==> src/rtl/cache_pkg.sv <==
package cache_pkg;

    // Bus geometry, one full line per access
    localparam int ADDR_W   = 16;
    localparam int LINE_W   = 128;
    localparam int SEL_W    = 16;
    localparam int OFFSET_W = 4;

    // Source of a data-array write
    typedef enum logic {
        CPU_MERGE = 1'b0,
        MEM_FILL  = 1'b1
    } line_src_e;

    // Source of the memory-port address and data
    typedef enum logic {
        FROM_CACHE  = 1'b0,
        FROM_VICTIM = 1'b1
    } mem_src_e;

endpackage

==> src/rtl/cache_ctrl_if.sv <==
`timescale 1ns/10ps

interface cache_ctrl_if
    import cache_pkg::*;
#(
    parameter int ASSOCIATIVITY = 2
);
    localparam int WAY_W = $clog2(ASSOCIATIVITY);

    // Controller to datapath
    logic [WAY_W-1:0]         way_sel;
    line_src_e                line_src;
    logic                     load;
    logic                     load_lru;

    // Datapath to controller
    logic [ASSOCIATIVITY-1:0] hit;
    logic                     dirty;
    logic [WAY_W-1:0]         lru;

    modport controller (
        output way_sel, line_src, load, load_lru,
        input  hit, dirty, lru
    );

    modport datapath (
        input  way_sel, line_src, load, load_lru,
        output hit, dirty, lru
    );

endinterface

==> src/rtl/cache_datapath.sv <==
`timescale 1ns/10ps

module cache_datapath
    import cache_pkg::*;
#(
    parameter int NUM_LINES     = 8,
    parameter int ASSOCIATIVITY = 2
) (
    input  logic              clk,
    input  logic              rst,
    cache_ctrl_if.datapath    ctrl,
    input  logic [ADDR_W-1:0] cpu_adr,
    input  logic [SEL_W-1:0]  cpu_sel,
    input  logic [LINE_W-1:0] cpu_dat_m,
    input  logic [LINE_W-1:0] mem_dat_s,
    output logic [LINE_W-1:0] cpu_dat_s,
    output logic [ADDR_W-1:0] fill_addr,
    output logic [ADDR_W-1:0] victim_addr,
    output logic [LINE_W-1:0] victim_data
);
    localparam int SETS     = NUM_LINES / ASSOCIATIVITY;
    localparam int WAY_W    = $clog2(ASSOCIATIVITY);
    localparam int IDX_BITS = $clog2(SETS);
    localparam int INDEX_W  = (IDX_BITS > 0) ? IDX_BITS : 1;
    localparam int LNUM_W   = ADDR_W - OFFSET_W;
    localparam int TAG_W    = LNUM_W - IDX_BITS;

    // Storage, one entry per set and way
    logic [TAG_W-1:0]         tag_arr   [SETS][ASSOCIATIVITY];
    logic [LINE_W-1:0]        data_arr  [SETS][ASSOCIATIVITY];
    logic [WAY_W-1:0]         age_arr   [SETS][ASSOCIATIVITY];
    logic [ASSOCIATIVITY-1:0] valid_arr [SETS];
    logic [ASSOCIATIVITY-1:0] dirty_arr [SETS];

    logic [LNUM_W-1:0]        line_num;
    logic [LNUM_W-1:0]        victim_line_num;
    logic [INDEX_W-1:0]       index;
    logic [TAG_W-1:0]         tag;
    logic [LINE_W-1:0]        sel_line;
    logic [LINE_W-1:0]        merged_line;
    logic [WAY_W-1:0]         oldest_way;
    logic [WAY_W-1:0]         victim_way;

    // Address split, SETS is a power of two so the modulo is a bit select
    assign line_num = cpu_adr[ADDR_W-1:OFFSET_W];
    assign index    = INDEX_W'(line_num % SETS);
    assign tag      = TAG_W'(line_num >> IDX_BITS);

    assign fill_addr = {line_num, {OFFSET_W{1'b0}}};

    // Tag compare across all ways of the set
    always_comb begin
        for (int w = 0; w < ASSOCIATIVITY; w++) begin
            ctrl.hit[w] = valid_arr[index][w] && (tag_arr[index][w] == tag);
        end
    end

    // Victim is the first invalid way, else the oldest one
    always_comb begin
        oldest_way = '0;
        for (int w = 1; w < ASSOCIATIVITY; w++) begin
            if (age_arr[index][w] > age_arr[index][oldest_way]) begin
                oldest_way = WAY_W'(w);
            end
        end
        victim_way = oldest_way;
        for (int w = ASSOCIATIVITY - 1; w >= 0; w--) begin
            if (!valid_arr[index][w]) begin
                victim_way = WAY_W'(w);
            end
        end
    end

    assign ctrl.lru   = victim_way;
    assign ctrl.dirty = valid_arr[index][victim_way] && dirty_arr[index][victim_way];

    // Victim line rebuilt from its stored tag and the current index
    assign victim_line_num = (LNUM_W'(tag_arr[index][victim_way]) << IDX_BITS)
                           | LNUM_W'(index);
    assign victim_addr     = {victim_line_num, {OFFSET_W{1'b0}}};
    assign victim_data     = data_arr[index][victim_way];

    // Line of the selected way, also the CPU read data
    assign sel_line  = data_arr[index][ctrl.way_sel];
    assign cpu_dat_s = sel_line;

    // Byte merge of CPU write data into the stored line
    always_comb begin
        for (int b = 0; b < SEL_W; b++) begin
            merged_line[8*b +: 8] = cpu_sel[b] ? cpu_dat_m[8*b +: 8] : sel_line[8*b +: 8];
        end
    end

    always_ff @(posedge clk) begin
        if (ctrl.load) begin
            tag_arr[index][ctrl.way_sel] <= tag;
            if (ctrl.line_src == MEM_FILL) begin
                data_arr[index][ctrl.way_sel] <= mem_dat_s;
            end else begin
                data_arr[index][ctrl.way_sel] <= merged_line;
            end
        end
    end

    // Valid, dirty and age state
    always_ff @(posedge clk) begin
        if (rst) begin
            for (int s = 0; s < SETS; s++) begin
                valid_arr[s] <= '0;
                dirty_arr[s] <= '0;
                for (int w = 0; w < ASSOCIATIVITY; w++) begin
                    age_arr[s][w] <= WAY_W'(w);
                end
            end
        end else begin
            if (ctrl.load) begin
                valid_arr[index][ctrl.way_sel] <= 1'b1;
                // A fresh fill is clean, a CPU merge makes it dirty
                dirty_arr[index][ctrl.way_sel] <= (ctrl.line_src == CPU_MERGE);
            end
            if (ctrl.load_lru) begin
                for (int w = 0; w < ASSOCIATIVITY; w++) begin
                    if (WAY_W'(w) == ctrl.way_sel) begin
                        age_arr[index][w] <= '0;
                    end else if (age_arr[index][w] < age_arr[index][ctrl.way_sel]) begin
                        age_arr[index][w] <= age_arr[index][w] + 1'b1;
                    end
                end
            end
        end
    end

endmodule

==> src/rtl/eviction_buffer.sv <==
`timescale 1ns/10ps

module eviction_buffer
    import cache_pkg::*;
(
    input  logic              clk,
    input  logic              rst,
    input  logic              victim_load,
    input  mem_src_e          mem_src,
    input  logic [ADDR_W-1:0] fill_addr,
    input  logic [ADDR_W-1:0] victim_addr,
    input  logic [LINE_W-1:0] victim_data,
    output logic [ADDR_W-1:0] mem_adr,
    output logic [LINE_W-1:0] mem_dat_m
);
    logic [ADDR_W-1:0] held_addr;
    logic [LINE_W-1:0] held_data;

    // Victim address, captured with the line on a dirty miss
    always_ff @(posedge clk) begin
        if (rst) begin
            held_addr <= '0;
        end else if (victim_load) begin
            held_addr <= victim_addr;
        end
    end

    always_ff @(posedge clk) begin
        if (victim_load) begin
            held_data <= victim_data;
        end
    end

    // Fill reads use the request line, write-backs the held victim
    always_comb begin
        if (mem_src == FROM_VICTIM) begin
            mem_adr = held_addr;
        end else begin
            mem_adr = fill_addr;
        end
    end

    // Only meaningful while mem_we is high
    assign mem_dat_m = held_data;

endmodule

==> src/rtl/eviction_buffered_cache_controller.sv <==
`timescale 1ns/10ps

module eviction_buffered_cache_controller
    import cache_pkg::*;
#(
    parameter int ASSOCIATIVITY = 2
) (
    input  logic             clk,
    input  logic             rst,
    cache_ctrl_if.controller ctrl,
    input  logic             cpu_cyc,
    input  logic             cpu_stb,
    input  logic             cpu_we,
    input  logic             mem_ack,
    output logic             cpu_ack,
    output logic             mem_cyc,
    output logic             mem_stb,
    output logic             mem_we,
    output logic [SEL_W-1:0] mem_sel,
    output logic             victim_load,
    output mem_src_e         mem_src
);
    localparam int WAY_W = $clog2(ASSOCIATIVITY);

    typedef enum logic [1:0] {
        IDLE,
        FILL,
        RESPOND,
        WRITEBACK
    } state_e;

    state_e           state;
    logic [WAY_W-1:0] way_q;
    logic [WAY_W-1:0] hit_way;
    logic             wb_pending;
    logic             cpu_req;
    logic             any_hit;

    assign cpu_req = cpu_cyc && cpu_stb;
    assign any_hit = |ctrl.hit;

    // One-hot hit vector to way index
    always_comb begin
        hit_way = '0;
        for (int w = 0; w < ASSOCIATIVITY; w++) begin
            if (ctrl.hit[w]) begin
                hit_way = WAY_W'(w);
            end
        end
    end

    // Datapath strobes decoded from the current state
    always_comb begin
        ctrl.way_sel  = way_q;
        ctrl.line_src = CPU_MERGE;
        ctrl.load     = 1'b0;
        ctrl.load_lru = 1'b0;
        victim_load   = 1'b0;
        case (state)
            IDLE: begin
                // Grab the dirty victim before the fill overwrites it
                victim_load = cpu_req && !any_hit && ctrl.dirty;
            end
            FILL: begin
                ctrl.line_src = MEM_FILL;
                ctrl.load     = mem_ack;
            end
            RESPOND: begin
                // Write data merges while the CPU still holds its request
                ctrl.load     = cpu_we;
                ctrl.load_lru = 1'b1;
            end
            default: begin
            end
        endcase
    end

    assign mem_src = (state == WRITEBACK) ? FROM_VICTIM : FROM_CACHE;

    always_ff @(posedge clk) begin
        if (rst) begin
            state      <= IDLE;
            way_q      <= '0;
            wb_pending <= 1'b0;
            cpu_ack    <= 1'b0;
            mem_cyc    <= 1'b0;
            mem_stb    <= 1'b0;
            mem_we     <= 1'b0;
            mem_sel    <= '0;
        end else begin
            case (state)
                IDLE: begin
                    if (cpu_req) begin
                        if (any_hit) begin
                            way_q   <= hit_way;
                            cpu_ack <= 1'b1;
                            state   <= RESPOND;
                        end else begin
                            way_q      <= ctrl.lru;
                            wb_pending <= ctrl.dirty;
                            mem_cyc    <= 1'b1;
                            mem_stb    <= 1'b1;
                            mem_we     <= 1'b0;
                            mem_sel    <= '1;
                            state      <= FILL;
                        end
                    end
                end
                FILL: begin
                    if (mem_ack) begin
                        mem_cyc <= 1'b0;
                        mem_stb <= 1'b0;
                        mem_sel <= '0;
                        cpu_ack <= 1'b1;
                        state   <= RESPOND;
                    end
                end
                RESPOND: begin
                    cpu_ack <= 1'b0;
                    // Victim goes out only after the CPU has its ack
                    if (wb_pending) begin
                        mem_cyc <= 1'b1;
                        mem_stb <= 1'b1;
                        mem_we  <= 1'b1;
                        mem_sel <= '1;
                        state   <= WRITEBACK;
                    end else begin
                        state <= IDLE;
                    end
                end
                WRITEBACK: begin
                    if (mem_ack) begin
                        mem_cyc    <= 1'b0;
                        mem_stb    <= 1'b0;
                        mem_we     <= 1'b0;
                        mem_sel    <= '0;
                        wb_pending <= 1'b0;
                        state      <= IDLE;
                    end
                end
                default: begin
                    state <= IDLE;
                end
            endcase
        end
    end

endmodule

==> src/rtl/eviction_buffered_cache.sv <==
`timescale 1ns/10ps

module eviction_buffered_cache
    import cache_pkg::*;
#(
    parameter int NUM_LINES     = 8,
    parameter int ASSOCIATIVITY = 2
) (
    input  logic              clk,
    input  logic              rst,

    // CPU side, Wishbone slave
    input  logic              cpu_cyc,
    input  logic              cpu_stb,
    input  logic              cpu_we,
    input  logic [ADDR_W-1:0] cpu_adr,
    input  logic [SEL_W-1:0]  cpu_sel,
    input  logic [LINE_W-1:0] cpu_dat_m,
    output logic [LINE_W-1:0] cpu_dat_s,
    output logic              cpu_ack,

    // Memory side, Wishbone master
    output logic              mem_cyc,
    output logic              mem_stb,
    output logic              mem_we,
    output logic [ADDR_W-1:0] mem_adr,
    output logic [SEL_W-1:0]  mem_sel,
    output logic [LINE_W-1:0] mem_dat_m,
    input  logic [LINE_W-1:0] mem_dat_s,
    input  logic              mem_ack
);
    cache_ctrl_if #(.ASSOCIATIVITY(ASSOCIATIVITY)) ctrl_if ();

    // Controller to eviction buffer
    logic              victim_load;
    mem_src_e          mem_src;

    // Datapath to eviction buffer
    logic [ADDR_W-1:0] fill_addr;
    logic [ADDR_W-1:0] victim_addr;
    logic [LINE_W-1:0] victim_data;

    cache_datapath #(
        .NUM_LINES     (NUM_LINES),
        .ASSOCIATIVITY (ASSOCIATIVITY)
    ) u_datapath (
        .clk         (clk),
        .rst         (rst),
        .ctrl        (ctrl_if.datapath),
        .cpu_adr     (cpu_adr),
        .cpu_sel     (cpu_sel),
        .cpu_dat_m   (cpu_dat_m),
        .mem_dat_s   (mem_dat_s),
        .cpu_dat_s   (cpu_dat_s),
        .fill_addr   (fill_addr),
        .victim_addr (victim_addr),
        .victim_data (victim_data)
    );

    eviction_buffer u_eviction_buffer (
        .clk         (clk),
        .rst         (rst),
        .victim_load (victim_load),
        .mem_src     (mem_src),
        .fill_addr   (fill_addr),
        .victim_addr (victim_addr),
        .victim_data (victim_data),
        .mem_adr     (mem_adr),
        .mem_dat_m   (mem_dat_m)
    );

    eviction_buffered_cache_controller #(
        .ASSOCIATIVITY (ASSOCIATIVITY)
    ) u_controller (
        .clk         (clk),
        .rst         (rst),
        .ctrl        (ctrl_if.controller),
        .cpu_cyc     (cpu_cyc),
        .cpu_stb     (cpu_stb),
        .cpu_we      (cpu_we),
        .mem_ack     (mem_ack),
        .cpu_ack     (cpu_ack),
        .mem_cyc     (mem_cyc),
        .mem_stb     (mem_stb),
        .mem_we      (mem_we),
        .mem_sel     (mem_sel),
        .victim_load (victim_load),
        .mem_src     (mem_src)
    );

endmodule

==> config.mk <==
export PLATFORM = sky130hd
export DESIGN_NAME = eviction_buffered_cache
export DESIGN_NICKNAME = d
export VERILOG_FILES = /design/src/rtl/cache_pkg.sv /design/src/rtl/cache_ctrl_if.sv /design/src/rtl/cache_datapath.sv /design/src/rtl/eviction_buffer.sv /design/src/rtl/eviction_buffered_cache_controller.sv /design/src/rtl/eviction_buffered_cache.sv
export SDC_FILE = /design/constraint.sdc
export NUM_CORES = 2
export LEC_CHECK = 0
export ABC_CLOCK_PERIOD_IN_PS = 12700
export BUFFER_PORTS_ARGS = -buffer_cell sky130_fd_sc_hd__buf_2
export CORE_MARGIN = 5
export CORE_UTILIZATION = 59
export DETAILED_ROUTE_END_ITERATION = 10
export GPL_TIMING_DRIVEN = 0
export PLACE_DENSITY = 0.8
export SLEW_MARGIN = 20
export SYNTH_ARGS = -nofsm -noshare
export SYNTH_HDL_FRONTEND = slang
export SYNTH_SLANG_ARGS = --single-unit
==> constraint.sdc <==
create_clock -name clk -period 12.7 [get_ports clk]
set_input_delay 0.635 -clock clk [delete_from_list [all_inputs] [get_ports clk]]
set_output_delay 0.635 -clock clk [all_outputs]
set_load 0.005 [all_outputs]
==> run metrics <==
Seq pwr share=50.2%; maxcap violations=0; HPWL after DPL=100000 um; largest net degree at the start of global routing=53; slowest stage delay, CP=780 ps; clk slew on worst S/H paths=60 ps; row count=110; slowest stage cell, crit path=nor3_2; largest area contributor in the netlist=edfxtp_1; placed cell area=59700 um2; Finished Layout Cells=4660; P_sw=2.19 mW; Clock Skews=22.3 ps; sequential-to-total area share from yosys stat=70.6%; initial antenna violation count=24; Post-CTS Hold Fix Bufs=0; first-pass GRT wire length=209000 um; Post-Place Setup Slack=7490 ps; final worst slack=8000 ps; crit path to=u_datapath.data_arr[0][188]; die width=312 um; Setup TNS Final=0 ps; final setup fails=0; Worst-Skew Late Latency=730 ps; Clock Power Share=38.5%; Pint=7.37 mW; final worst path period share=37.0%; FF-to-FF setup slack=8000 ps; Combinational Power Share=11.3%; syn avg cell area=20.8 um2; Switching Share=22.9%; final wirelength=144000 um; Post-synth top flop=edfxtp_1; vias in the first global route=31500; critical path class=register to register; maximum vdd drop=0.130 mV; Hold Path Origin=cpu_adr[9]; Final min period=4700 ps; Die Span Y=312 um; dpl cells=4413; number of synthesized flops with an enable pin=1255; Design Power=9.56 mW; synthesized area=53900 um2; TritonCTS Sinks=1275; crit-path cells=inv_1, ha_1, a22o_1, nand2_1, or2_2, clkbuf_1, clkbuf_1, nor3_2, buf_6, buf_4, buf_4, buf_6, buf_4, buf_4, buf_6, buf_4; final hold vios=0; Worst Setup Start Kind=register; Fillers=5294; Area contributors post-synth=edfxtp_1 70%, mux2_2 14%, mux4_2 11%; Req. time, crit path=13120 ps; Reg area=38100 um2; RePlAce Congestion=0.840; worst hold path class=primary input to register; Static Leak=21.7 nW; Core Box Area=90400 um2; # port buffers=561; Die Area=97600 um2; CP Max Fanout=10; f_max=213 MHz; DR vias=29600; Worst R2R Path Depth=16; synth-to-layout area growth=18.4%; PwrDens=150 nW/um2; reg2reg end=u_datapath.data_arr[0][188]; Crit. Startpoint=u_controller.state[1]; Worst Path Arrival=5120 ps; Mapped Cells=2587; Initial DRC Count=3160; post-synth top area share=69.9%; fin util=70.6%; post-route ant nets=0; final hold slack=260 ps; worst-margin pin slew=1180 ps; metal2 WL=73200 um; global route total overflow=0; metal3 WL=13600 um; Post-synth ARST share=0%; nets@finish=3668; Worst setup EP type=register; Root Buffer=clkbuf_16; Ys Warns=0; final instance area=63900 um2; DR DRC count=0; Initial Util=59.6%; routed vias/inst=6.36; multi-input logic area=15000 um2; All-Layer GR Usage=29.2%; layout cells sized above 1=53.2%; clock buffer depth=3; Yosys reg bits=1275; First-pass DRT Iterations=5; Cell variety after synth=43; Worst R2R Start=u_controller.state[1]; post-CTS setup buffer count=0; status=complete, no violations; post-DR wirelength/cell=30.8 um; worst relative slew slack=21.1%; max-slew violation count=0; RSZ-0062 raised after global routing=false; Met1 Routed Length=51500 um; Most common cell on crit path=buf_4; H-Tree Level Count=4; post-cts sizing count=0; top routing layer in use=met5; TritonCTS clock tree=built; I/O pin count=586; CTS Buf Count=130
sequential cells by signal, indices dropped and copies added, names as in the netlist:
signal	flops
u_controller.state	2
u_datapath.valid_arr	8
u_datapath.data_arr	1024
u_datapath.age_arr	8
u_datapath.tag_arr	80
u_controller.mem_we	1
u_controller.wb_pending	1
u_datapath.dirty_arr	8
u_eviction_buffer.mem_dat_m	128
u_controller.cpu_ack	1
u_controller.ctrl.way_sel	1
u_eviction_buffer.held_addr	12
u_controller.mem_sel	1
metal layers:
layer | global-route usage (%) | vias to the layer above
met5 | 0 | -
met4 | 10.7 | 22
met3 | 6.93 | 312
met2 | 49.5 | 1736
met1 | 37.5 | 15300
li1 | - | 12300
how the worst min path moves through the flow:
| stage | to | slack, ps | cells past startpoint |
|---|---|---|---|
| 6_report | u_datapath.tag_arr[2][13] | 260 | 1 |
| 5_1_grt | u_datapath.tag_arr[0][14] | 250 | 1 |
| 4_1_cts | u_datapath.tag_arr[2][13] | 220 | 1 |
| 3_5_place_dp | u_eviction_buffer.held_addr[11] | 490 | 2 |
| 3_3_place_gp | u_eviction_buffer.held_addr[5] | 470 | 2 |
| 2_1_floorplan | u_eviction_buffer.held_addr[5] | 450 | 2 |
cells by family (layout without fill, tap and decap cells):
group / count (synthesis) / count (layout) / synth area share [%]
buf+inv: 184 / 1064 / 1.67
xor+xnor: 20 / 20 / 0.325
mux: 946 / 946 / 25.7
flops: 1275 / 1275 / 70.6
other cells: 1 / 18 / 0.00695
simple gates: 115 / 115 / 1.06
fa+ha+maj: 5 / 5 / 0.116
compound gates: 41 / 41 / 0.483
worst max-delay path: cells and delay by family, from the launching register on:
kind	cells	cell delay [ps]
AOI/OAI and AO/OA	1	250
adders and majority gates	1	370
buffers and inverters	11	2310
DFF	1	340
and+or+nand+nor	3	1110
Yosys cell counts (2+ instances only):
cell type  count
edfxtp_1    1255
and3_1         5
clkbuf_1      86
a211oi_1      12
or3_1          2
inv_1          8
a21oi_1        6
nor3_2         2
buf_1         15
ha_1           5
nand2_1       21
buf_2         41
or2_2          6
buf_6          5
mux4_1        15
dfxtp_1       20
nor2_1        36
mux2i_1       12
nor4_1         6
mux4_2       267
nand3_1        8
xnor2_1       20
nor2b_1        4
mux2_2       652
nand2b_1       4
o21ai_0       15
nand4_1        5
nor3_1        13
buf_4         27
layout make-up:
class | count | area share [%]
clock inverter | 68 | 0.913
antenna | 14 | 0.0548
clock buffer | 165 | 5.50
buffer | 176 | 1.39
timing repair buffer | 647 | 6.63
multi-input combinational | 1131 | 23.5
tap | 1176 | 2.30
sequential | 1275 | 59.6
inverter | 8 | 0.0470
power groups by stage:
stage / Sequential (mW) / Combinational, mW / Clock (mW)
after detailed placement: 4.89 / 1.06 / 0
after global routing: 4.80 / 1.14 / 3.91
final: 4.80 / 1.08 / 3.68
after floorplan: 4.89 / 0.647 / 0
after global placement: 4.91 / 0.993 / 0
after CTS: 4.80 / 1.08 / 3.72
layout by cell type, fill, tap and decap left out, types with 7 or more instances in the layout:
cell type  synthesis  layout
nand2_1           21      21
o21ai_0           15      15
buf_2             41     601
clkinv_1           0      28
a211oi_1          12      12
diode_2            0      14
buf_1             15      15
xnor2_1           20      20
buf_4             27      60
nor2_1            36      25
buf_16             0      26
inv_1              8       8
clkbuf_1          86     109
mux2_2           652     652
buf_6              5      14
clkbuf_16          0     136
mux4_1            15      15
nor3_1            13       9
edfxtp_1        1255    1255
buf_12             1      19
bufinv_16          0       7
nand3_1            8       8
mux4_2           267     267
mux2i_1           12      12
dfxtp_1           20      20
clkinv_2           0      16
No activity file was read; power rests on OpenSTA's default activity.
